## config.mk

```make
export PLATFORM = sky130hd
export DESIGN_NAME = vga_timing
export DESIGN_NICKNAME = d
export VERILOG_FILES = /design/src/snake_pkg.sv /design/src/vga_timing.sv
export SDC_FILE = /design/constraint.sdc
export NUM_CORES = 1
export LEC_CHECK = 0
export ABC_CLOCK_PERIOD_IN_PS = 1800
export BUFFER_PORTS_ARGS = -buffer_cell sky130_fd_sc_hd__buf_2
export CELL_PAD_IN_SITES_DETAIL_PLACEMENT = 1
export CELL_PAD_IN_SITES_GLOBAL_PLACEMENT = 1
export CORE_ASPECT_RATIO = 1.1
export CORE_MARGIN = 2
export CORE_UTILIZATION = 40
export DETAILED_ROUTE_END_ITERATION = 16
export PLACE_DENSITY = 0.76
export REMOVE_ABC_BUFFERS = 1
export SYNTH_ARGS = -nofsm -noshare
export SYNTH_HDL_FRONTEND = slang
export SYNTH_SLANG_ARGS = --single-unit
export TNS_END_PERCENT = 100
```

## constraint.sdc

```tcl
create_clock -name clk -period 1.8 [get_ports clk]
set_clock_uncertainty 0.05 [all_clocks]
set_input_delay 0.27 -clock clk [delete_from_list [all_inputs] [get_ports clk]]
set_output_delay 0.27 -clock clk [all_outputs]
set_load 0.1 [all_outputs]
```

## src/snake_pkg.sv

```systemverilog
package snake_pkg;

  // ----------------------------------------------------------
  // basic bus and beam types
  // ----------------------------------------------------------
  typedef logic [10:0] bus_addr_t;
  typedef logic [31:0] bus_data_t;
  // one step per clock, two clocks per pixel
  typedef logic [10:0] hcount_t;
  typedef logic [9:0]  vcount_t;
  // sprite index, row in cell, column in cell
  typedef logic [9:0]  sprite_addr_t;

  typedef struct packed {
    logic [5:0] col;
    logic [4:0] row;
  } cell_pos_t;

  typedef struct packed {
    logic [4:0] r;
    logic [5:0] g;
    logic [4:0] b;
  } rgb565_t;

  // host writes raw, output stage reads rgb
  typedef union packed {
    logic [15:0] raw;
    rgb565_t     rgb;
  } pixel_word_u;

  typedef enum logic [1:0] {
    LAYER_BG,
    LAYER_APPLE,
    LAYER_HEAD,
    LAYER_WALL
  } layer_t;

  typedef struct packed {
    logic hs;
    logic vs;
    logic blank_n;
    logic pix_clk;
  } sync_t;

  typedef struct packed {
    cell_pos_t apple;
    cell_pos_t head;
    logic      apple_on;
    logic      head_on;
  } scene_t;

  // ----------------------------------------------------------
  // 640x480 timing, horizontal in clocks
  // ----------------------------------------------------------
  localparam hcount_t H_ACTIVE = 11'd1280;
  localparam hcount_t H_FRONT  = 11'd32;
  localparam hcount_t H_SYNC   = 11'd192;
  localparam hcount_t H_BACK   = 11'd96;
  localparam hcount_t H_TOTAL  = H_ACTIVE + H_FRONT + H_SYNC + H_BACK;

  localparam vcount_t V_ACTIVE = 10'd480;
  localparam vcount_t V_FRONT  = 10'd10;
  localparam vcount_t V_SYNC   = 10'd2;
  localparam vcount_t V_BACK   = 10'd33;
  localparam vcount_t V_TOTAL  = V_ACTIVE + V_FRONT + V_SYNC + V_BACK;

  // idle sync word, outputs inactive and blanked
  localparam sync_t SYNC_IDLE = '{hs: 1'b1, vs: 1'b1, blank_n: 1'b0, pix_clk: 1'b0};

  // grid of 16x16 cells
  localparam int CELL_PIX     = 16;
  localparam int GRID_COLS    = 40;
  localparam int GRID_ROWS    = 30;
  localparam int SPRITE_WORDS = CELL_PIX * CELL_PIX;
  localparam int NUM_SPRITES  = 3;

  // ----------------------------------------------------------
  // host address map, word addresses
  // ----------------------------------------------------------
  localparam bus_addr_t REG_BACKGROUND = 11'd0;
  localparam bus_addr_t REG_APPLE      = 11'd1;
  localparam bus_addr_t REG_HEAD       = 11'd2;
  localparam bus_addr_t REG_CONTROL    = 11'd3;
  localparam bus_addr_t SPRITE_BASE    = 11'd1024;

  localparam logic [1:0] SPR_APPLE = 2'd0;
  localparam logic [1:0] SPR_HEAD  = 2'd1;
  localparam logic [1:0] SPR_WALL  = 2'd2;

endpackage
```

## src/vga_timing.sv

```systemverilog
`timescale 1ns/1ps

module vga_timing (
  input  logic               clk,
  input  logic               reset,
  output snake_pkg::hcount_t hcount,
  output snake_pkg::vcount_t vcount,
  output snake_pkg::sync_t   sync
);
  import snake_pkg::*;

  logic end_of_line;
  logic end_of_frame;
  logic in_hsync;
  logic in_vsync;

  assign end_of_line  = hcount == H_TOTAL - 11'd1;
  assign end_of_frame = vcount == V_TOTAL - 10'd1;

  // ----------------------------------------------------------
  // line counter
  // ----------------------------------------------------------
  always_ff @(posedge clk or posedge reset) begin
    if (reset) begin
      hcount <= '0;
    end else if (end_of_line) begin
      hcount <= '0;
    end else begin
      hcount <= hcount + 11'd1;
    end
  end

  // frame counter, steps once per line
  always_ff @(posedge clk or posedge reset) begin
    if (reset) begin
      vcount <= '0;
    end else if (end_of_line) begin
      if (end_of_frame) begin
        vcount <= '0;
      end else begin
        vcount <= vcount + 10'd1;
      end
    end
  end

  // ----------------------------------------------------------
  // sync windows after the front porch
  // ----------------------------------------------------------
  assign in_hsync = (hcount >= H_ACTIVE + H_FRONT) &&
                    (hcount <  H_ACTIVE + H_FRONT + H_SYNC);
  assign in_vsync = (vcount >= V_ACTIVE + V_FRONT) &&
                    (vcount <  V_ACTIVE + V_FRONT + V_SYNC);

  assign sync.hs      = !in_hsync;
  assign sync.vs      = !in_vsync;
  assign sync.blank_n = (hcount < H_ACTIVE) && (vcount < V_ACTIVE);
  // pixel clock at half rate, rises mid pixel
  assign sync.pix_clk = hcount[0];

  // counters stay inside the frame
  assert property (@(posedge clk) disable iff (reset)
    hcount < H_TOTAL && vcount < V_TOTAL);

endmodule

```

Yosys cells after proc, flatten, opt, wreduce, memory -nomap -nowiden
Index checks and enable logic that the tools add are counted.
Widths: inputs -> output; s select.
{ "op_classes": {"addsub": 2, "n_lt_le_gt_ge": 6, "eq_ne": 2, "mux": 2, "n_reduce_logical": 5} }
{ "ops": {"columns": ["cell", "count"], "rows": [
  ["$lt 11x11->1 const B", 2],
  ["$lt 10x9->1 const B", 2],
  ["$add 11x1->11 const B", 1],
  ["$eq 11x11->1 const B", 1],
  ["$ge 11x11->1 const B", 1],
  ["$mux 11", 1],
  ["$add 10x1->10 const B", 1],
  ["$eq 10x10->1 const B", 1],
  ["$ge 10x9->1 const B", 1],
  ["$mux 10", 1],
  ["$logic_and 1x1->1", 3],
  ["$logic_not 1->1", 2]
]} }
{ "totals": {"reg_bits": 21, "input_bits": 2, "output_inout_bits": 25, "word_cells": 19} }

Longest topological paths before layout
{ "logic_depth": {"depth_word": 3, "depth_mapped": 6, "mapped_depth_nobuf": 6} }

Worst setup path before layout
No wires, ideal clock.
{ "synth_path": {"kind": "register -> output", "from": "reg vcount[0]", "to": "out sync[2] (netlist name)", "arrival_time_ns": 2.887, "required_time_ns": 1.480, "slack_ns": -1.407, "path_stages_with_launch": 4, "path_buffers": 0, "cell_sequence": "dfrtp_1 > inv_1 > ha_1 > o2111ai_1"} }
{ "synth_lines": {"columns": ["item", "line", "source"], "rows": [
  ["start: declaration", "vga_timing.sv:7", "output snake_pkg::vcount_t vcount,"],
  ["start signal: assignment", "vga_timing.sv:41", "vcount <= vcount + 10'd1;"],
  ["end: declaration", "vga_timing.sv:8", "output snake_pkg::sync_t sync"]
]} }

==> summary.txt <==
Slew Limit Fails: 0
Largest family of logic cells by synthesized area: simple AND/OR/NAND/NOR gates
Drc violations: 0
TNS Setup: -0.1261 ns
Data required time of the worst path: 1.48 ns
Mapped cell area: 0.001209 mm2
Yosys top cell area share: 43.48%
Critical-path top delay cell: or4_4
Nets@finish: 185
RSZ-0062 raised after global routing: true
Via Count: 1149
Adder-cell share of the synthesized area: 5.176%
Area added between synthesis and finish: 43.79%
Vias per inst: 5.471
Crit path cell chain: buf_6 > nor3_2 > or4_4 > buf_12
All-Layer GR Usage: 22.29%
Worst-Margin Slew: 0.5042 ns
CTS tree: done
CP peak stage delay: 0.49 ns
Synth Area in Simple Gates: 26.09%
Die Area: 0.003478 mm2
PortBufs: 26
Gr ovfl total: 0
Xor-xnor portion of the synthesized cell area: 7.971%
Syn. warnings: 0
Die Ht: 61.65 um
Drt initial violations: 33
Fin area: 0.001738 mm2
Bufs and invs on worst path: 2
Cells after Synth: 120
Leading cell types by total area after synthesis: dfrtp_1 43%, ha_1 5.2%, nand3_1 5.0%
Max-cap violations: 0
Number of global-route vias before repair: 1149
Crit start category: flop
Outcome: finished, violations left
Initial Util: 42.74%
Fin. Hold Viols: 0
Leading area contributor after synthesis: dfrtp_1
Tmin final: 1.893 ns
GR Util met1: 29.12%
FF/Latch Area: 529.3 um2
TritonCTS buffer count: 3
Achievable clock frequency: 528.3 MHz
Maximum fanout along the worst path: 3
Cell row count: 20
Fraction of layout cells with a size suffix above 1: 47.46%
Yosys reg bits: 21
Global-route met2 utilization: 39.16%
Relative slew slack: 66.62%
Met3 Usage GRT: 1.891%
Pleak: 0.8603 nW
H-tree depth: 1
Total power: 0.7270 mW
Top cell family by delay on the critical path: simple AND/OR/NAND/NOR gates
Largest net degree at the start of global routing: 22
Post-DR wirelength/cell: 17.53 um
Critical path arrival: 1.57 ns
GPL Wtd Cong: 0.8129
Routed WL: 3.681 mm
Setup violations, final: 2
DP HPWL: 2.266 mm
Multi-input logic area: 663.1 um2
Hold WC Path Type: in2async
WS Path Type: reg2out
Finished Core Util: 61.46%
First-pass GRT wire length: 5.878 mm
FILL cells: 327
Mapped Avg Cell Area: 10.07 um2
Placeable Area: 0.002828 mm2
Worst VDD drop: 316.1 uV
Power Dens Cells: 418.3 mW/mm2
Register area share after synthesis: 43.48%
Failing checks: negative setup slack
I/O pins: 27
Netlist cell types: 36
Initial antenna violation count: 0
TritonRoute pass-1 iters: 4
Tcrit/Tclk final: 105.2%
Die Wd: 56.41 um
Multiplexer area fraction after synthesis: 0.8282%
Clock Latency Late Sink: 0.32 ns
Num Clock Sinks: 21
Worst Setup End Kind: primary output
Clock slew at reported path FFs: 0.13 ns
Area after DPL: 0.001468 mm2
Slack of the critical path: -0.09297 ns
Longest Clk Path Bufs: 2
Antenna-violating nets left: 0
GR peak layer: met2
Synth Area in Compound Gates: 9.731%
Root Driver: clkbuf_4
Antenna cells: 0
## cells in the final DEF, fill, tap and decap left out, types with 2 or more instances in the layout
cell type,instances
inv_1,7
buf_2,22
nand3_1,12
xor2_1,5
and2_1,2
dfrtp_1,18
nand4_1,3
a21oi_1,2
o21ai_0,4
buf_12,3
nor4b_4,2
nor2_1,6
o21ai_1,2
clkbuf_4,4
nand2_1,6
xnor2_1,6
ha_1,4
nor3_1,4
buf_4,29
nor3_2,2
and3_4,3
a31oi_1,2
and3_1,2
buf_6,4
dfrtp_2,3
## what timing repair did
item | in CTS | in global routing
hold endpoints to repair | 21 | 0
setup buffers | 13 | 5
hold buffers | 1 | 0
setup endpoints to repair | 3 | 13
pin swaps | 6 | 6
resized for setup | 20 | 9
## Yosys cell counts
library cell	number
nand4_4	1
and2_2	1
inv_1	7
o2111ai_1	1
o311a_1	1
ha_1	5
a41o_1	1
buf_6	2
nor2_1	6
or3_1	1
o31ai_2	1
nand3_1	12
xnor2_1	6
o21ai_0	6
a31oi_1	2
dfrtp_1	21
nor4b_1	1
a22oi_1	1
buf_4	3
and3_2	2
mux2i_1	1
and2_1	2
xor2_1	5
and3_1	4
a21oi_1	2
o31a_1	1
clkbuf_2	2
or4_1	1
and4_1	1
nand2_4	1
nand2_1	7
nand4_1	3
nor4b_4	1
o31ai_1	1
nor4bb_1	1
nor3_1	6
## cell type report
| type | count | share of cell area (%) |
|---|---|---|
| timing repair buffer | 60 | 25.92 |
| clock inverter | 1 | 0.2880 |
| inverter | 7 | 1.512 |
| clock buffer | 3 | 1.296 |
| tap | 33 | 2.376 |
| multi-input combinational | 85 | 38.16 |
| sequential | 21 | 30.45 |
## tightest hold or removal path: stages
cell and delay (ns):
dlygate4sd3_1 0.53, buf_2 0.12, inv_1 0.04, buf_4 0.28
## layer usage
layer	vias up	part of all wire, %
li1	539	-
met1	583	44
met2	19	52
met3	8	2.0
met4	0	1.7
met5	-	0
## path summary, 6_finish.rpt
path / cells after the start / slack (ns) / end / from
hold / removal: 4 / 0.47 / vcount[7]$_DFFE_PP0N_ / reset
setup reg to reg: 6 / 0.02 / vcount[3]$_DFFE_PP0N_ / hcount[7]$_DFF_PP0_
min in group clk: 1 / 0.48 / hcount[4]$_DFF_PP0_ / hcount[4]$_DFF_PP0_
hold reg to reg: 1 / 0.48 / hcount[4]$_DFF_PP0_ / hcount[4]$_DFF_PP0_
max in group asynchronous: 4 / 0.99 / vcount[9]$_DFFE_PP0N_ / reset
setup / recovery: 4 / -0.09 / sync[3] / hcount[7]$_DFF_PP0_
## cell families after synthesis
kind of cell             after synthesis
flip-flops                            21
adder cells (fa/ha/maj)                5
buffers and inverters                 14
multiplexers                           1
AND/OR/NAND/NOR                       51
XOR/XNOR                              11
AO/OA/AOI/OAI                         17
## registers in the layout, indices dropped and copies added, names as in the netlist
register	count
hcount	11
vcount	10
## per-stage QoR
step / hold slack, ns / cells / worst slack (ns)
floorplan: 0.1965 / 113 / -1.407
global placement: 0.2641 / 187 / 0.09528
detailed placement: 0.2771 / 187 / 0.07380
CTS: 0.4699 / 205 / -0.07438
global route: 0.4822 / 210 / -0.1511
finish: 0.4662 / 210 / -0.09297
## report_power, final
group	switching, mW	leakage (nW)	total [mW]	internal, mW
sequential	0	0.274	0.472	0.472
clock	0.158	0.0177	0.241	0.0831
combinational	0.0104	0.569	0.0141	0.00378
(Power assumes the default switching activity.)
