--- src/snake_pkg.sv ---
package snake_pkg;

  // ----------------------------------------------------------
  // basic bus and beam types
  // ----------------------------------------------------------
  typedef logic [10:0] bus_addr_t;
  typedef logic [31:0] bus_data_t;
  // one step per clock, two clocks per pixel
  typedef logic [10:0] hcount_t;
  typedef logic [9:0]  vcount_t;
  // sprite index, row in cell, column in cell
  typedef logic [9:0]  sprite_addr_t;

  typedef struct packed {
    logic [5:0] col;
    logic [4:0] row;
  } cell_pos_t;

  typedef struct packed {
    logic [4:0] r;
    logic [5:0] g;
    logic [4:0] b;
  } rgb565_t;

  // host writes raw, output stage reads rgb
  typedef union packed {
    logic [15:0] raw;
    rgb565_t     rgb;
  } pixel_word_u;

  typedef enum logic [1:0] {
    LAYER_BG,
    LAYER_APPLE,
    LAYER_HEAD,
    LAYER_WALL
  } layer_t;

  typedef struct packed {
    logic hs;
    logic vs;
    logic blank_n;
    logic pix_clk;
  } sync_t;

  typedef struct packed {
    cell_pos_t apple;
    cell_pos_t head;
    logic      apple_on;
    logic      head_on;
  } scene_t;

  // ----------------------------------------------------------
  // 640x480 timing, horizontal in clocks
  // ----------------------------------------------------------
  localparam hcount_t H_ACTIVE = 11'd1280;
  localparam hcount_t H_FRONT  = 11'd32;
  localparam hcount_t H_SYNC   = 11'd192;
  localparam hcount_t H_BACK   = 11'd96;
  localparam hcount_t H_TOTAL  = H_ACTIVE + H_FRONT + H_SYNC + H_BACK;

  localparam vcount_t V_ACTIVE = 10'd480;
  localparam vcount_t V_FRONT  = 10'd10;
  localparam vcount_t V_SYNC   = 10'd2;
  localparam vcount_t V_BACK   = 10'd33;
  localparam vcount_t V_TOTAL  = V_ACTIVE + V_FRONT + V_SYNC + V_BACK;

  // idle sync word, outputs inactive and blanked
  localparam sync_t SYNC_IDLE = '{hs: 1'b1, vs: 1'b1, blank_n: 1'b0, pix_clk: 1'b0};

  // grid of 16x16 cells
  localparam int CELL_PIX     = 16;
  localparam int GRID_COLS    = 40;
  localparam int GRID_ROWS    = 30;
  localparam int SPRITE_WORDS = CELL_PIX * CELL_PIX;
  localparam int NUM_SPRITES  = 3;

  // ----------------------------------------------------------
  // host address map, word addresses
  // ----------------------------------------------------------
  localparam bus_addr_t REG_BACKGROUND = 11'd0;
  localparam bus_addr_t REG_APPLE      = 11'd1;
  localparam bus_addr_t REG_HEAD       = 11'd2;
  localparam bus_addr_t REG_CONTROL    = 11'd3;
  localparam bus_addr_t SPRITE_BASE    = 11'd1024;

  localparam logic [1:0] SPR_APPLE = 2'd0;
  localparam logic [1:0] SPR_HEAD  = 2'd1;
  localparam logic [1:0] SPR_WALL  = 2'd2;

endpackage
--- src/tile_select.sv ---
`timescale 1ns/1ps

module tile_select (
  input  logic                    clk,
  input  logic                    reset,
  input  snake_pkg::hcount_t      hcount,
  input  snake_pkg::vcount_t      vcount,
  input  snake_pkg::sync_t        sync_in,
  input  snake_pkg::scene_t       scene,
  output snake_pkg::sprite_addr_t spr_raddr,
  output snake_pkg::layer_t       layer,
  output snake_pkg::sync_t        sync_out
);
  import snake_pkg::*;

  logic [5:0] cell_col;
  logic [5:0] cell_row;
  logic [3:0] off_col;
  logic [3:0] off_row;
  logic       hit_apple;
  logic       hit_head;
  logic       on_border;
  layer_t     next_layer;
  logic [1:0] next_idx;

  // ----------------------------------------------------------
  // beam to cell
  // ----------------------------------------------------------
  // pixel column is hcount/2 so the cell is hcount/32
  assign cell_col = hcount[10:5];
  assign off_col  = hcount[4:1];
  assign cell_row = vcount[9:4];
  assign off_row  = vcount[3:0];

  // row extended so lines past 511 never alias row 0
  assign hit_apple = scene.apple_on && cell_col == scene.apple.col &&
                     cell_row == {1'b0, scene.apple.row};
  assign hit_head  = scene.head_on && cell_col == scene.head.col &&
                     cell_row == {1'b0, scene.head.row};
  assign on_border = cell_col == 6'd0 || cell_col == 6'(GRID_COLS - 1) ||
                     cell_row == 6'd0 || cell_row == 6'(GRID_ROWS - 1);

  // ----------------------------------------------------------
  // layer priority
  // ----------------------------------------------------------
  always_comb begin
    next_layer = LAYER_BG;
    next_idx   = SPR_WALL;
    if (hit_apple) begin
      next_layer = LAYER_APPLE;
      next_idx   = SPR_APPLE;
    end else if (hit_head) begin
      next_layer = LAYER_HEAD;
      next_idx   = SPR_HEAD;
    end else if (on_border) begin
      next_layer = LAYER_WALL;
    end
  end

  // layer and sync stay paired through the pipe
  always_ff @(posedge clk or posedge reset) begin
    if (reset) begin
      layer    <= LAYER_BG;
      sync_out <= SYNC_IDLE;
    end else begin
      layer    <= next_layer;
      sync_out <= sync_in;
    end
  end

  // sprite index, row offset, column offset
  always_ff @(posedge clk) begin
    spr_raddr <= {next_idx, off_row, off_col};
  end

  // wall only ever drawn on the border ring of the raw beam
  assert property (@(posedge clk) disable iff (reset)
    layer == LAYER_WALL |->
      $past(int'(hcount) < 2 * CELL_PIX ||
            (int'(hcount) >= 2 * CELL_PIX * (GRID_COLS - 1) && hcount < H_ACTIVE) ||
            int'(vcount) < CELL_PIX ||
            (int'(vcount) >= CELL_PIX * (GRID_ROWS - 1) && vcount < V_ACTIVE)));

endmodule

--- config.mk ---
export PLATFORM = sky130hd
export DESIGN_NAME = tile_select
export DESIGN_NICKNAME = d
export VERILOG_FILES = /design/src/snake_pkg.sv /design/src/tile_select.sv
export SDC_FILE = /design/constraint.sdc
export NUM_CORES = 1
export LEC_CHECK = 0
export BUFFER_PORTS_ARGS = -buffer_cell sky130_fd_sc_hd__buf_2
export CORE_MARGIN = 2
export CORE_UTILIZATION = 36
export CTS_BUF_LIST = sky130_fd_sc_hd__clkbuf_8
export DETAILED_ROUTE_END_ITERATION = 6
export MAX_ROUTING_LAYER = met4
export PLACE_DENSITY = 0.8
export REMOVE_ABC_BUFFERS = 1
export SYNTH_ARGS = -nofsm -noshare
export SYNTH_HDL_FRONTEND = slang
export SYNTH_SLANG_ARGS = --single-unit
--- constraint.sdc ---
create_clock -name clk -period 1 [get_ports clk]
set_clock_uncertainty 0.15 [all_clocks]
set_input_delay 0.1 -clock clk [delete_from_list [all_inputs] [get_ports clk]]
set_output_delay 0.1 -clock clk [all_outputs]
set_load 0.02 [all_outputs]
# After elaboration in Yosys (flattened, before gate mapping)
# Index checks and enable logic that the tools add are counted.
# Widths: inputs -> output; s select.
classes:
  eq_ne: 6
  mux: 4
  n_reduce_logical: 9
ops:
  columns: ["operator", "n"]
  rows:
  - ["$eq 6x5->1", 2]
  - ["$eq 6x6->1", 2]
  - ["$logic_not 6->1", 2]
  - ["$mux 2", 4]
  - ["$eq 6x5->1 const B", 1]
  - ["$eq 6x6->1 const B", 1]
  - ["$logic_and 1x1->1", 4]
  - ["$logic_or 1x1->1", 3]
word_totals:
  ff_bits: 16
  inputBits: 51
  output_inout_bits: 16
  elab_cells: 26

# Longest topological paths before layout
depth:
  depth_word: 7
  depth_mapped: 4
  depth_no_buf: 4

# Worst setup path after synthesis
# OpenSTA, ideal clock, no wires.
synth_timing:
  path_type: "input to register"
  start: "input hcount[5]"
  end: "register layer[0]"
  arrival_time_ps: 1032
  slack_ps: -260
  cell_stages: 4
  n_path_buf: 0
  cell_sequence: "or4_1 -> a211oi_2 -> a21oi_1 -> o21bai_1"
synth_via:
  elab_chain_cells: 7
  word_cells_on_any_way: 14
  cone_classes: "3 x eq/ne; 3 x mux; 8 x reduce/logical"
synth_rtl:
  columns: ["item", "line_no", "text"]
  rows:
  - ["start: declaration", "tile_select.sv:6", "input snake_pkg::hcount_t hcount,"]
  - ["$eq 6x6->1 or $logic_not 6->1 (tied branches)", "tile_select.sv:40", "assign on_border = cell_col == 6'd0 || cell_col == 6'(GRID_COLS - 1) ||"]
  - ["$logic_or 1x1->1 (2 in a row)", "tile_select.sv:40", null]
  - ["$logic_or 1x1->1", "tile_select.sv:41", "cell_row == 6'd0 || cell_row == 6'(GRID_ROWS - 1);"]
  - ["$mux 2", "tile_select.sv:55", "end else if (on_border) begin"]
  - ["$mux 2", "tile_select.sv:52", "end else if (hit_head) begin"]
  - ["$mux 2 *", "tile_select.sv:49", "if (hit_apple) begin"]
  - ["named net next_layer[0]", "tile_select.sv:23", "layer_t next_layer;"]
  - ["end signal: assignment", "tile_select.sv:66", "layer <= next_layer;"]
  - ["end: declaration", "tile_select.sv:11", "output snake_pkg::layer_t layer,"]
# The timed path passes the listed nets; every way through them passes the cells marked *.
# A chain may end at the register's enable or synchronous reset.

# Final worst setup path
layout_timing:
  start: "register sync_out[2] in the netlist's numbering"
  end: "output sync_out[2] in the netlist's numbering"
layout_rtl:
  columns: ["item", "line_no", "text"]
  rows:
  - ["start: declaration", "tile_select.sv:12", "output snake_pkg::sync_t sync_out"]
  - ["start signal: assignment", "tile_select.sv:67", "sync_out <= sync_in;"]
# No word-level cell between the ends.

==> flow_summary.ini <==
[status]
status = complete, but fails checks
failed_checks = setup timing

[synthesis]
yosysWarnings = 0
syn_avg_cell_area_um2 = 11.24
ys_ff_latch = 16
synth_top_area_cell = dfxtp_1
seq_area_frac_synth_pct = 51.46
synth_top_area_share_pct = 29.20
synth_area_um2 = 685.7
synth_cells = 61
synth_edf_count = 0
synth.area.top_cells = dfxtp_1 (29%), dfrtp_1 (15%), xnor2_1 (14%), xor2_1 (14%), dfstp_2 (7.7%)
synthArstFlopShare_pct = 37.50
synth_common_cells = xnor2_1 (11), xor2_1 (11), dfxtp_1 (10)
synth_cell_types = 19
synthFlopType = dfxtp_1

[route]
num_vias = 841
drcViolationCount = 0
vias_per_cell = 4.672
drt_iter0_drc = 3
ant_nets = 0
wl_per_cell_um = 14.72
firstDrtPassIters = 4
drt_wl_total_um = 2649

[setup_path]
end_kind = output pin
slowest_delay_ps = 540
startpoint_type = flip-flop
worstSetupPathType = reg2out
path_delay_family = flip-flops
crit_path_top_delay_cell = dfstp_2
crit_chain = buf_6
required_ps = 750
cp_num_buf_inv = 1
critPathMaxFanout = 1
arrival_ps = 900

[die]
dieHeight_um = 47.64
initial_utilization_pct = 38.87
die-width_um = 47.64
rows = 15
ios = 67
die_area_um2 = 2270
core-area_um2 = 1764

[clock_tree]
cts_setup_buffers = 0
clk_pin_slew_ps = 60
clk_path_buf_depth = 2
cts_buffers = 3
cts_tree = built
cts.sinks = 16
h-tree-depth = 1
cts_root_buffer = clkbuf_8

[sta]
tightest_slew_ps = 313.1
layout_setup_ws_ps = -154.3
finalCritPeriodShare_pct = 115.4
hold_viol = 0
min_period_ps = 1154
rsz0062_at_grt = yes
finalSetupTns_ps = -613.9
setup_viol = 9
slew_headroom_pct = 78.95
fmax_ghz = 0.8663
slew_viol_final = 0

[grt]
gr-usage-met2_pct = 46.22
grtUsageTotal_pct = 22.67
grt_pass1_vias = 859
global_route.peak_usage_layer = met2
grt_pass1_wl_um = 3450
use_met3_pct = 3.396
antenna_found_initial = 0
grt_overflow_total = 0
grt_use_met1_pct = 21.25
grt_max_degree = 10

[hold_path]
hp-class = in2reg
min_to = spr_raddr[8]$_SDFF_PP0_
min_from = scene[0]
hold_path_depth = 5

[power_and_ir_drop]
leakage_uw = 0.0007386
power.density_nw_per_um2 = 1128
peakVddDrop_v = 0.0006761
totalPowerFinal_uw = 1694

[cells_and_area]
final_nets = 207
drive_gt1_share_pct = 65.16
num_antenna_cells = 0
postLayoutCoreUtil_pct = 85.11
nFillCells = 100
area_growth_pct = 119.0

[placement]
finalWeightedCongestion = 0.7133
port-buffer-count = 65
hpwl_um = 1742

[flow_run]
drv_cap = 0
## what timing repair did
item	CTS	global route
hold endpoints to repair	18	0
pin swaps	9	7
hold buffers	13	0
resized for setup	20	18
cloned	0	0
setup endpoints to repair	10	12
## where the power goes
group	internal, µW	switching [µW]
clock	348	202
combinational	257	201
sequential	673	12.3
total	1280	415
## kinds of logic (layout without fill, tap and decap cells)
logic type | count (synthesis) | after routing | share of synthesized area, %
buffers and inverters | 1 | 95 | 0.5469
xor gates and xnor gates | 22 | 22 | 28.10
AOI/OAI and AO/OA | 5 | 5 | 5.657
and+or+nand+nor | 17 | 17 | 14.23
DFF | 16 | 16 | 51.46
## stage by stage
stage	hold slack, ps	cells	setup WS [ps]	cell area (µm²)
after global placement	-141.8	164	-425.0	1140
after floorplan	-260.5	61	-260.4	685.7
final	141.8	180	-154.3	1501
after global routing	158.6	180	-185.3	1501
after detailed placement	-134.5	164	-434.7	1140
after CTS	83.17	180	-142.3	1405
## placed cells by master, fill, tap and decap left out, drive strengths merged, types with 2 or more instances in the layout
| master | netlist | layout |
|---|---|---|
| nor4 | 3 | 3 |
| dfrtp | 4 | 4 |
| dfstp | 2 | 2 |
| clkbuf | 0 | 4 |
| xnor2 | 11 | 11 |
| a21oi | 2 | 2 |
| nand4 | 5 | 5 |
| dfxtp | 10 | 10 |
| xor2 | 11 | 11 |
| dlygate4sd3 | 0 | 13 |
| buf | 0 | 77 |
| nor2 | 3 | 3 |
## final cells by class
type | count | area (µm²) | area share, %
well taps | 25 | 31.28 | 2.083
repair buffers | 90 | 615.6 | 41.00
multi-input cells | 44 | 442.9 | 29.50
flip-flops and latches | 16 | 352.8 | 23.50
inverters | 1 | 3.754 | 0.2500
clock buffers | 4 | 55.05 | 3.667
## worst max-delay path by stage
stage | startpoint | end | slack, ps | depth (start not counted)
final | sync_out[2]$_DFF_PP1_ | sync_out[2] | -150 | 1
after global routing | hcount[5] | layer[0]$_DFF_PP0_ | -190 | 6
after CTS | sync_out[2]$_DFF_PP1_ | sync_out[2] | -140 | 1
after detailed placement | hcount[5] | layer[0]$_DFF_PP0_ | -430 | 5
after global placement | hcount[5] | layer[0]$_DFF_PP0_ | -420 | 5
after floorplan | hcount[5] | layer[0]$_DFF_PP0_ | -260 | 4
## registers in the layout, indices dropped and copies added, names as in the netlist
| name | cells |
|---|---|
| layer | 2 |
| spr_raddr | 10 |
| sync_out | 4 |
## layer usage
layer / vias to the layer above / wire length (µm)
met4: 0 / 11
li1: 399 / -
met1: 374 / 951
met2: 64 / 1441
met5: - / 0
met3: 4 / 244
Note: power is estimated with default switching activity, not from simulation.
