`src/snake_pkg.sv`:
```
package snake_pkg;

  // ----------------------------------------------------------
  // basic bus and beam types
  // ----------------------------------------------------------
  typedef logic [10:0] bus_addr_t;
  typedef logic [31:0] bus_data_t;
  // one step per clock, two clocks per pixel
  typedef logic [10:0] hcount_t;
  typedef logic [9:0]  vcount_t;
  // sprite index, row in cell, column in cell
  typedef logic [9:0]  sprite_addr_t;

  typedef struct packed {
    logic [5:0] col;
    logic [4:0] row;
  } cell_pos_t;

  typedef struct packed {
    logic [4:0] r;
    logic [5:0] g;
    logic [4:0] b;
  } rgb565_t;

  // host writes raw, output stage reads rgb
  typedef union packed {
    logic [15:0] raw;
    rgb565_t     rgb;
  } pixel_word_u;

  typedef enum logic [1:0] {
    LAYER_BG,
    LAYER_APPLE,
    LAYER_HEAD,
    LAYER_WALL
  } layer_t;

  typedef struct packed {
    logic hs;
    logic vs;
    logic blank_n;
    logic pix_clk;
  } sync_t;

  typedef struct packed {
    cell_pos_t apple;
    cell_pos_t head;
    logic      apple_on;
    logic      head_on;
  } scene_t;

  // ----------------------------------------------------------
  // 640x480 timing, horizontal in clocks
  // ----------------------------------------------------------
  localparam hcount_t H_ACTIVE = 11'd1280;
  localparam hcount_t H_FRONT  = 11'd32;
  localparam hcount_t H_SYNC   = 11'd192;
  localparam hcount_t H_BACK   = 11'd96;
  localparam hcount_t H_TOTAL  = H_ACTIVE + H_FRONT + H_SYNC + H_BACK;

  localparam vcount_t V_ACTIVE = 10'd480;
  localparam vcount_t V_FRONT  = 10'd10;
  localparam vcount_t V_SYNC   = 10'd2;
  localparam vcount_t V_BACK   = 10'd33;
  localparam vcount_t V_TOTAL  = V_ACTIVE + V_FRONT + V_SYNC + V_BACK;

  // idle sync word, outputs inactive and blanked
  localparam sync_t SYNC_IDLE = '{hs: 1'b1, vs: 1'b1, blank_n: 1'b0, pix_clk: 1'b0};

  // grid of 16x16 cells
  localparam int CELL_PIX     = 16;
  localparam int GRID_COLS    = 40;
  localparam int GRID_ROWS    = 30;
  localparam int SPRITE_WORDS = CELL_PIX * CELL_PIX;
  localparam int NUM_SPRITES  = 3;

  // ----------------------------------------------------------
  // host address map, word addresses
  // ----------------------------------------------------------
  localparam bus_addr_t REG_BACKGROUND = 11'd0;
  localparam bus_addr_t REG_APPLE      = 11'd1;
  localparam bus_addr_t REG_HEAD       = 11'd2;
  localparam bus_addr_t REG_CONTROL    = 11'd3;
  localparam bus_addr_t SPRITE_BASE    = 11'd1024;

  localparam logic [1:0] SPR_APPLE = 2'd0;
  localparam logic [1:0] SPR_HEAD  = 2'd1;
  localparam logic [1:0] SPR_WALL  = 2'd2;

endpackage
```
`src/pixel_out.sv`:
```
`timescale 1ns/1ps

module pixel_out (
  input  logic                   clk,
  input  logic                   reset,
  input  snake_pkg::layer_t      layer,
  input  snake_pkg::sync_t       sync_in,
  input  snake_pkg::pixel_word_u sprite_pix,
  input  snake_pkg::pixel_word_u background,
  output logic [7:0]             vga_r,
  output logic [7:0]             vga_g,
  output logic [7:0]             vga_b,
  output logic                   vga_hs,
  output logic                   vga_vs,
  output logic                   vga_blank_n,
  output logic                   vga_clk
);
  import snake_pkg::*;

  layer_t      layer_q;
  sync_t       sync_q;
  pixel_word_u word;

  // ----------------------------------------------------------
  // wait one stage for the sprite RAM data
  // ----------------------------------------------------------
  always_ff @(posedge clk or posedge reset) begin
    if (reset) begin
      layer_q <= LAYER_BG;
      sync_q  <= SYNC_IDLE;
    end else begin
      layer_q <= layer;
      sync_q  <= sync_in;
    end
  end

  // background word or sprite word
  always_comb begin
    word = (layer_q == LAYER_BG) ? background : sprite_pix;
    // black outside the active area
    if (!sync_q.blank_n) begin
      word = '0;
    end
  end

  // ----------------------------------------------------------
  // output register, rgb565 padded with zeros
  // ----------------------------------------------------------
  always_ff @(posedge clk or posedge reset) begin
    if (reset) begin
      vga_r       <= '0;
      vga_g       <= '0;
      vga_b       <= '0;
      vga_hs      <= 1'b1;
      vga_vs      <= 1'b1;
      vga_blank_n <= 1'b0;
      vga_clk     <= 1'b0;
    end else begin
      vga_r       <= {word.rgb.r, 3'b000};
      vga_g       <= {word.rgb.g, 2'b00};
      vga_b       <= {word.rgb.b, 3'b000};
      vga_hs      <= sync_q.hs;
      vga_vs      <= sync_q.vs;
      vga_blank_n <= sync_q.blank_n;
      vga_clk     <= sync_q.pix_clk;
    end
  end

endmodule

```
`config.mk`:
```
export PLATFORM = sky130hd
export DESIGN_NAME = pixel_out
export DESIGN_NICKNAME = d
export VERILOG_FILES = /design/src/snake_pkg.sv /design/src/pixel_out.sv
export SDC_FILE = /design/constraint.sdc
export NUM_CORES = 1
export LEC_CHECK = 0
export ABC_CLOCK_PERIOD_IN_PS = 2400
export BUFFER_PORTS_ARGS = -buffer_cell sky130_fd_sc_hd__buf_2
export CAP_MARGIN = 40
export CORE_MARGIN = 2
export CORE_UTILIZATION = 40
export DETAILED_ROUTE_END_ITERATION = 8
export PLACE_DENSITY = 0.84
export SLEW_MARGIN = 20
export SYNTH_ARGS = -nofsm -noshare
export SYNTH_HDL_FRONTEND = slang
export SYNTH_SLANG_ARGS = --single-unit
export TNS_END_PERCENT = 50
```
`constraint.sdc`:
```
create_clock -name clk -period 2.4 [get_ports clk]
set_input_delay 0.72 -clock clk [delete_from_list [all_inputs] [get_ports clk]]
set_output_delay 0.72 -clock clk [all_outputs]
set_load 0.01 [all_outputs]
```
# --- Word level (Yosys, flattened, before mapping) ---
# Cells that the tools add are included.
totals:
  reg_bits: 26
  input_bits: 40
op_classes:
  mux: 2
  reduce_logical: 1
ops:
  columns: ["cell", "n"]
  rows:
  - ["16-bit 2-to-1 mux", 2]
  - ["2-bit logical NOT", 1]

# --- Logic depth before layout (Yosys ltp) ---
# Gate-level depths: netlist (run 1).
logic_depth:
  ltp_word: 3
  ltp_mapped: 5
  depth_no_buf: 2

# --- Worst setup path after synthesis (run 1) ---
# Ideal clock, no wire load.
synth_path:
  path_kind: "flip-flop to output port"
  start: "register vga_hs"
  end: "output port vga_hs"
  arrival_ns: 0.520
  path_slack_ns: 1.160
  stages_incl_launch_ff: 1
  n_path_buf: 0
  cell_sequence: "dfstp_2"
synth_rtl:
  columns: ["element", "line", "rtl"]
  rows:
  - ["from (decl)", "pixel_out.sv:13", "output logic vga_hs,"]
  - ["from (signal assigned)", "pixel_out.sv:62", "vga_hs <= sync_q.hs;"]
# No word-level cell between the ends.

==> flow_summary.rst, run 1 <==
.. list-table::
   :header-rows: 1

   * - Metric
     - Value
   * - Number of antenna repair diodes
     - 0
   * - Largest buffer count on any clock path
     - 2
   * - Post-Syn Area per Cell
     - 11.54 sq um
   * - Post-route antenna net violation count
     - 0
   * - Cell types with the largest area share after synthesis
     - sky130_fd_sc_hd__dfrtp_1 51%, sky130_fd_sc_hd__o211ai_1 11%, sky130_fd_sc_hd__dfstp_2 9.7%
   * - Hold Worst Slack
     - 0.2363 ns
   * - Global-route wire length before repair
     - 3615 microns
   * - Final period demand of the worst path
     - 1.694 ns
   * - Half-perimeter wire length after placement
     - 1768 microns
   * - Clock tree from TritonCTS
     - yes
   * - Number of top-level pins
     - 68
   * - Portion of synthesized cell area occupied by the leading cell type
     - 50.75%
   * - Worst path required time
     - 2.57 ns
   * - Total Routed Length
     - 2394 microns
   * - Final number of hold-violating endpoints
     - 0
   * - Global-route usage over all layers
     - 15.09%
   * - NumNets Final
     - 190
   * - Classification of the worst-slack hold path
     - primary input to asynchronous set/reset pin
   * - Worst slew slack as a fraction of its limit
     - 51.98%
   * - Gates resized, CTS repair
     - 0
   * - Netlist cell types
     - 14
   * - Post-place instance area
     - 1334 sq um
   * - Period utilisation layout
     - 70.58%
   * - Top_reg_cell synth
     - sky130_fd_sc_hd__dfrtp_1
   * - Footprint of the multi-input gates
     - 334.1 sq um
   * - Netlist area before placement
     - 1085 sq um
   * - Clock transition at the register clock pins on the worst setup and hold paths after CTS
     - 0.14 ns
   * - Initial core utilization
     - 43.01%
   * - Worst VDD drop
     - 405.5 uV
   * - Relative area change from synthesis to final layout
     - 26.76%
   * - Number of pins exceeding their max-slew limit in the final report
     - 0
   * - Post-synthesis async set-or-reset flop share
     - 100.0%
   * - TritonCTS Sinks
     - 26
   * - F_max
     - 590.3 MHz
   * - Worst r2r dst
     - vga_b[3]$_DFF_PP0_
   * - Library cell with the largest summed area after synthesis
     - sky130_fd_sc_hd__dfrtp_1
   * - Setup-violating endpoint count in the final report
     - 0
   * - Critical path capture point type
     - register
   * - List of most frequent post-synthesis cells
     - 22 x sky130_fd_sc_hd__dfrtp_1, 16 x sky130_fd_sc_hd__nand2_1, 16 x sky130_fd_sc_hd__o211ai_1, 10 x sky130_fd_sc_hd__o21ai_2, 8 x sky130_fd_sc_hd__buf_4
   * - Initial antenna violation count
     - 0
   * - Average wire length per cell after detail routing
     - 13.37 microns
   * - Sequential cell area in the final layout
     - 655.6 sq um
   * - Launch instance of the worst register-to-register path
     - layer_q[1]$_DFF_PP0_
   * - Setup TNS Final
     - 0 ns
   * - Number of iterations in the first detailed-routing pass
     - 4
   * - Layout cell share with drive strength beyond 1
     - 52.35%
   * - Placer congestion estimate
     - 0.8170
   * - Level count of the clock H-tree
     - 1
   * - Placeable core area
     - 2522 sq um
   * - CTS root buf
     - sky130_fd_sc_hd__clkbuf_4
   * - Vias after detailed routing
     - 874
   * - Power, Total
     - 794.3 uW
   * - Mean number of vias per cell
     - 4.883
   * - Count of buffers inserted at the top-level ports
     - 59
   * - Met3 GRT Util
     - 3.721%
   * - Sequential share of the synthesized area
     - 60.44%
   * - Final-layout fill cell count
     - 234
   * - Worst-path fanout max
     - 17
   * - Maximum number of pins on one net before global-route repair
     - 34
   * - Total die area
     - 3144 sq um
   * - RSZ-0062 raised after global routing
     - false
   * - Number of cells traversed by the worst register-to-register path
     - 2
   * - Leakage component of the power
     - 0.7107 nW
   * - Met1 Usage GRT
     - 19.17%
   * - Gr ovfl total
     - 0
   * - Arrival time at the worst endpoint
     - 1.87 ns
   * - Synthesized netlist cell count
     - 94
   * - Post-CTS Setup Inserts
     - 0
   * - Number of synthesized flops with an enable pin
     - 0
   * - Latest clock arrival within the worst-skew pair
     - 0.32 ns
   * - Global-route track usage on met2
     - 23.53%
   * - Worst setup path class
     - register to register
   * - DIE HEIGHT
     - 56.08 microns
   * - Number of storage elements in the synthesis netlist
     - 26
   * - Cell area after layout
     - 1375 sq um
   * - Number of global-route vias before repair
     - 790
   * - Critical path startpoint category
     - register
   * - Total power divided by cell area
     - 577.6 nW/um^2
   * - Worst setup skew after layout
     - 0.01478 ns
   * - Number of maximum-capacitance violations
     - 0
   * - Most used standard cell by instance count after synthesis
     - sky130_fd_sc_hd__dfrtp_1
   * - Number of CTS-inserted buffers
     - 3
   * - DRC violation count after routing
     - 0
   * - Grt peak-use layer
     - met2
   * - Worst-margin pin slew
     - 0.7202 ns
   * - Number of DRC markers in iteration 0
     - 21
   * - CTS Hold Buffers Added
     - 0
   * - Number of core rows
     - 18
   * - Count of synthesis-stage warnings from yosys
     - 0
   * - Horizontal extent of the die
     - 56.08 microns
   * - Setup slack on the worst flop-to-flop path
     - 0.71 ns
   * - Status
     - finished clean
==> per-stage QoR <==
step | setup slack [ns] | utilization [%] | std cells
finish | 0.7060 | 54.51 | 179
global route | 0.5417 | 54.51 | 179
CTS | 0.7021 | 53.92 | 178
detailed placement | 0.7353 | 52.88 | 174
global placement | 0.8555 | 52.88 | 174
floorplan | 1.160 | - | 101
==> power breakdown <==
group	leakage (nW)	total, mW	internal, mW	switching (mW)
Combinational	0.377	0.126	0.0565	0.0697
Sequential	0.319	0.483	0.467	0.0156
Clock	0.0150	0.185	0.0651	0.120
==> registers in the layout, indices dropped and copies added (netlist names) <==
name         flops
vga_r            5
vga_vs           1
vga_blank_n      1
sync_q           4
vga_b            5
layer_q          2
vga_g            6
vga_hs           1
vga_clk          1
==> worst max-delay path, cell delays in order (launching register included) <==
cell                      delay (ns)
sky130_fd_sc_hd__dfrtp_1        0.69
sky130_fd_sc_hd__or2_1          0.65
sky130_fd_sc_hd__o21ai_0        0.20
==> cells by family (layout without fill, tap and decap cells) <==
logic type | count (synthesis) | count (layout) | share of synthesized area, %
flops | 26 | 26 | 60.44
buf+inv | 18 | 66 | 11.19
other cells | 1 | 8 | 0.3457
simple gates | 17 | 17 | 6.114
compound gates | 32 | 32 | 21.91
==> per-layer routing <==
| metal | part of all wire (%) | vias up |
|---|---|---|
| met5 | 0 | - |
| met1 | 40 | 399 |
| met2 | 48 | 55 |
| li1 | - | 414 |
| met3 | 10 | 6 |
| met4 | 2.2 | 0 |
==> layout make-up <==
| type | count | area share [%] |
|---|---|---|
| Sequential cell | 26 | 47.68 |
| Multi-Input combinational cell | 57 | 24.29 |
| Timing Repair Buffer | 61 | 23.11 |
| Tap cell | 30 | 2.730 |
| Clock buffer | 4 | 1.911 |
| Inverter | 1 | 0.2730 |
==> layout by cell type (no fill, tap or decap), drive strengths merged <==
cell type | synthesis | layout
buf | 12 | 61
dfrtp | 22 | 22
nand2 | 16 | 16
o211ai | 16 | 16
o21ai | 16 | 16
conb | 1 | 8
dfstp | 4 | 4
clkbuf | 5 | 4
or2 | 1 | 1
inv | 1 | 1
==> worst max path at each step <==
stage                    endpoint  cells past startpoint            startpoint
2_1_floorplan              vga_hs                      0      vga_hs$_DFF_PP1_
3_3_place_gp   vga_b[3]$_DFF_PP0_                      2  layer_q[1]$_DFF_PP0_
3_5_place_dp   vga_b[3]$_DFF_PP0_                      2  layer_q[0]$_DFF_PP0_
4_1_cts        vga_b[3]$_DFF_PP0_                      2  layer_q[1]$_DFF_PP0_
5_1_grt        vga_b[3]$_DFF_PP0_                      2  layer_q[1]$_DFF_PP0_
6_report       vga_b[3]$_DFF_PP0_                      2  layer_q[1]$_DFF_PP0_
No activity file was read; power rests on OpenSTA's default activity.
==> inputs of run 2 (changes only) <==
- ABC_CLOCK_PERIOD_IN_PS: 2400 -> 1650
- clock period: 2.4 -> 1.65 ns (I/O delays scaled with it)
==> run 2 against run 1 <==
Net effect:
- die area is the same
- flip-flop and latch count unchanged
- power up 65%
- critical path type is now register to output pin
- critical endpoint is now vga_hs
- sequential power up 43%
- largest power group unchanged
- register-to-register slack lost 0.32 ns
- combinational power increased by 56%
- cell count increased by 1.1%
- cell area up 2.5%
- global-route usage increased by 0.36 points
- via count rose by 0.92%
- clock-buffer cell count decreased by 1
- worst hold slack worse by 0.21 ns
==> flow_summary.rst, run 2 (synthesis gave the netlist of run 1 again) <==
.. list-table::
   :header-rows: 1

   * - Metric
     - Value
   * - Status
     - finished clean (unchanged)
   * - Worst setup skew after layout
     - 0.009889 ns (was 0.01478 ns)
   * - Ordered cell list for the critical path
     - buf_2 (was or2_1 > o21ai_0)
   * - Number of CTS-inserted buffers
     - 3 (unchanged)
   * - Worst path required time
     - 1.15 ns (was 2.57 ns)
   * - Vias after detailed routing
     - 882 (was 874)
   * - DRC violation count after routing
     - 0 (unchanged)
   * - Level count of the clock H-tree
     - 1 (unchanged)
   * - Horizontal extent of the die
     - 56.08 microns (unchanged)
   * - Worst-margin pin slew
     - 0.7439 ns (was 0.7202 ns)
   * - Gr ovfl total
     - 0 (unchanged)
   * - Total die area
     - 3144 sq um (unchanged)
   * - Clock transition at the register clock pins on the worst setup and hold paths after CTS
     - 0.14 ns (about the same)
   * - Critical path capture point type
     - output pin (was register)
   * - Layout cell share with drive strength beyond 1
     - 53.64% (was 52.35%)
   * - Post-CTS Setup Inserts
     - 0 (unchanged)
   * - Placer congestion estimate
     - 0.7399 (was 0.8170)
   * - TritonCTS Sinks
     - 26 (unchanged)
   * - Worst slew slack as a fraction of its limit
     - 50.41% (was 51.98%)
   * - Classification of the worst-slack hold path
     - primary input to asynchronous set/reset pin (unchanged)
   * - Relative area change from synthesis to final layout
     - 29.87% (was 26.76%)
   * - Most frequent standard cell in the layout excluding fill and tap cells
     - sky130_fd_sc_hd__buf_2 (unchanged)
   * - Average wire length per cell after detail routing
     - 12.87 microns (was 13.37 microns)
   * - Final-layout fill cell count
     - 218 (was 234)
   * - Number of maximum-capacitance violations
     - 0 (unchanged)
   * - Cell area after layout
     - 1409 sq um (was 1375 sq um)
   * - Final period demand of the worst path
     - 1.467 ns
   * - Global-route usage over all layers
     - 15.45% (was 15.09%)
   * - Count of buffers inserted at the top-level ports
     - 59 (unchanged)
   * - CTS root buf
     - sky130_fd_sc_hd__clkbuf_4 (unchanged)
   * - Number of iterations in the first detailed-routing pass
     - 3 (was 4)
   * - Global-route wire length before repair
     - 3829 microns (was 3615 microns)
   * - Leakage component of the power
     - 0.7306 nW (was 0.7107 nW)
   * - Post-place instance area
     - 1356 sq um (was 1334 sq um)
   * - F_max
     - 681.8 MHz
   * - DIE HEIGHT
     - 56.08 microns (unchanged)
   * - Number of core rows
     - 18 (unchanged)
   * - Setup ws final
     - 0.1832 ns (was 0.7060 ns)
   * - Worst-path fanout max
     - 1 (was 17)
   * - Number of top-level pins
     - 68 (unchanged)
   * - Half-perimeter wire length after placement
     - 1775 microns (was 1768 microns)
   * - CTS Hold Buffers Added
     - 0 (unchanged)
   * - Number of pins exceeding their max-slew limit in the final report
     - 0 (unchanged)
   * - Post-layout utilization of the core
     - 55.85% (was 54.51%)
   * - Worst setup path class
     - register to output pin (was register to register)
   * - Post-route antenna net violation count
     - 0 (unchanged)
   * - Largest buffer count on any clock path
     - 2 (unchanged)
   * - Flip-flop count of the largest register after layout
     - 6 (unchanged)
   * - RSZ-0062 raised after global routing
     - false (unchanged)
   * - Worst VDD drop
     - 660.3 uV (was 405.5 uV)
   * - Number of global-route vias before repair
     - 877 (was 790)
   * - Initial antenna violation count
     - 0 (unchanged)
   * - Number of antenna repair diodes
     - 0 (unchanged)
   * - Power, Total
     - 1.310 mW (was 794.3 uW)
   * - Period utilisation layout
     - 88.90%
   * - Clock tree from TritonCTS
     - yes (unchanged)
   * - Critical path's largest stage delay
     - 0.54 ns (was 0.69 ns)
   * - Latest clock arrival within the worst-skew pair
     - 0.32 ns (about the same)
   * - Arrival time at the worst endpoint
     - 0.97 ns (was 1.87 ns)
   * - Maximum number of pins on one net before global-route repair
     - 34 (unchanged)
   * - Commonest cells after routing, fill and taps aside
     - 59 x sky130_fd_sc_hd__buf_2, 22 x sky130_fd_sc_hd__dfrtp_1, 16 x sky130_fd_sc_hd__nand2_1, 16 x sky130_fd_sc_hd__o211ai_1, 10 x sky130_fd_sc_hd__o21ai_2 (unchanged)
   * - Critical path startpoint category
     - register (unchanged)
   * - Final number of hold-violating endpoints
     - 0 (unchanged)
   * - Top cell family by delay on the critical path
     - flip-flops (unchanged)
   * - CP Buf/Inv Count
     - 1 (was 0)
   * - Register with the most flip-flops
     - vga_g (unchanged)
   * - Setup TNS Final
     - 0 ns (unchanged)
   * - Number of DRC markers in iteration 0
     - 12 (was 21)
   * - Setup-violating endpoint count in the final report
     - 0 (unchanged)
   * - Top flop regs
     - vga_g: 6 flops, vga_b: 5 flops, vga_r: 5 flops (unchanged)
   * - Placeable core area
     - 2522 sq um (unchanged)
   * - Initial core utilization
     - 43.01% (unchanged)
   * - CP max stage cell
     - sky130_fd_sc_hd__dfstp_2 (was sky130_fd_sc_hd__dfrtp_1)
   * - Total Routed Length
     - 2330 microns (was 2394 microns)
   * - Mean number of vias per cell
     - 4.873 (was 4.883)
   * - NumNets Final
     - 192 (was 190)
   * - Gates resized, CTS repair
     - 0 (unchanged)
   * - Total power divided by cell area
     - 930.0 nW/um^2 (was 577.6 nW/um^2)
   * - Pre-CTS worst setup slack
     - 0.3707 ns (was 0.7353 ns)
==> run 2: cell count changes in the layout (fill, tap and decap cells not counted) <==
cell	previous run	this run
sky130_fd_sc_hd__buf_4	1	4
sky130_fd_sc_hd__bufinv_16	0	1
sky130_fd_sc_hd__buf_8	1	0
sky130_fd_sc_hd__clkbuf_1	1	0
==> run 2: power by group <==
group,switching (mW),leakage (nW),total [mW],internal (mW)
logic,0.114,0.384,0.197,0.0836
clock network,0.178,0.0279,0.424,0.246
registers,0.00958,0.319,0.689,0.679
total,0.302,0.731,1.31,1.01
==> run 2: per-stage QoR <==
stage | std cells | hold slack, ns
detailed placement | 177 | 0.3433
global placement | 177 | 0.3408
CTS | 181 | 0.02886
global route | 181 | 0.02073
finish | 181 | 0.02838
floorplan | 101 | 0.3312
==> run 2: worst paths after layout <==
path | start | endpoint | slack, ns | depth (start not counted)
min in group clk | sync_in[3] | sync_q[3]$_DFF_PP1_ | 0.25 | 1
max in group asynchronous | reset | sync_q[2]$_DFF_PP1_ | 1.07 | 3
setup reg to reg | layer_q[0]$_DFF_PP0_ | vga_b[3]$_DFF_PP0_ | 0.39 | 2
hold reg to reg | sync_q[2]$_DFF_PP1_ | vga_vs$_DFF_PP1_ | 0.37 | 0
setup / recovery | vga_hs$_DFF_PP1_ | vga_hs | 0.18 | 1
hold / removal | reset | sync_q[0]$_DFF_PP0_ | 0.03 | 2
==> run 2: final cells by class <==
cell class              instances  area, sq um  area share (%)
clock buffers                   3        22.52           1.599
clock inverters                 1        30.03           2.131
inverters                       1        3.754          0.2664
multi-input cells              57        334.1           23.71
flip-flops and latches         26        655.6           46.54
well taps                      30        37.54           2.664
repair buffers                 63        325.3           23.09
==> run 2: per-layer routing <==
metal / wire [microns] / global-route usage [%] / part of all wire [%]
met1: 873 / 17.01 / 37
met2: 1151 / 27.23 / 49
met3: 271 / 5.116 / 12
met4: 34 / 6.122 / 1.5
met5: 0 / 0 / 0
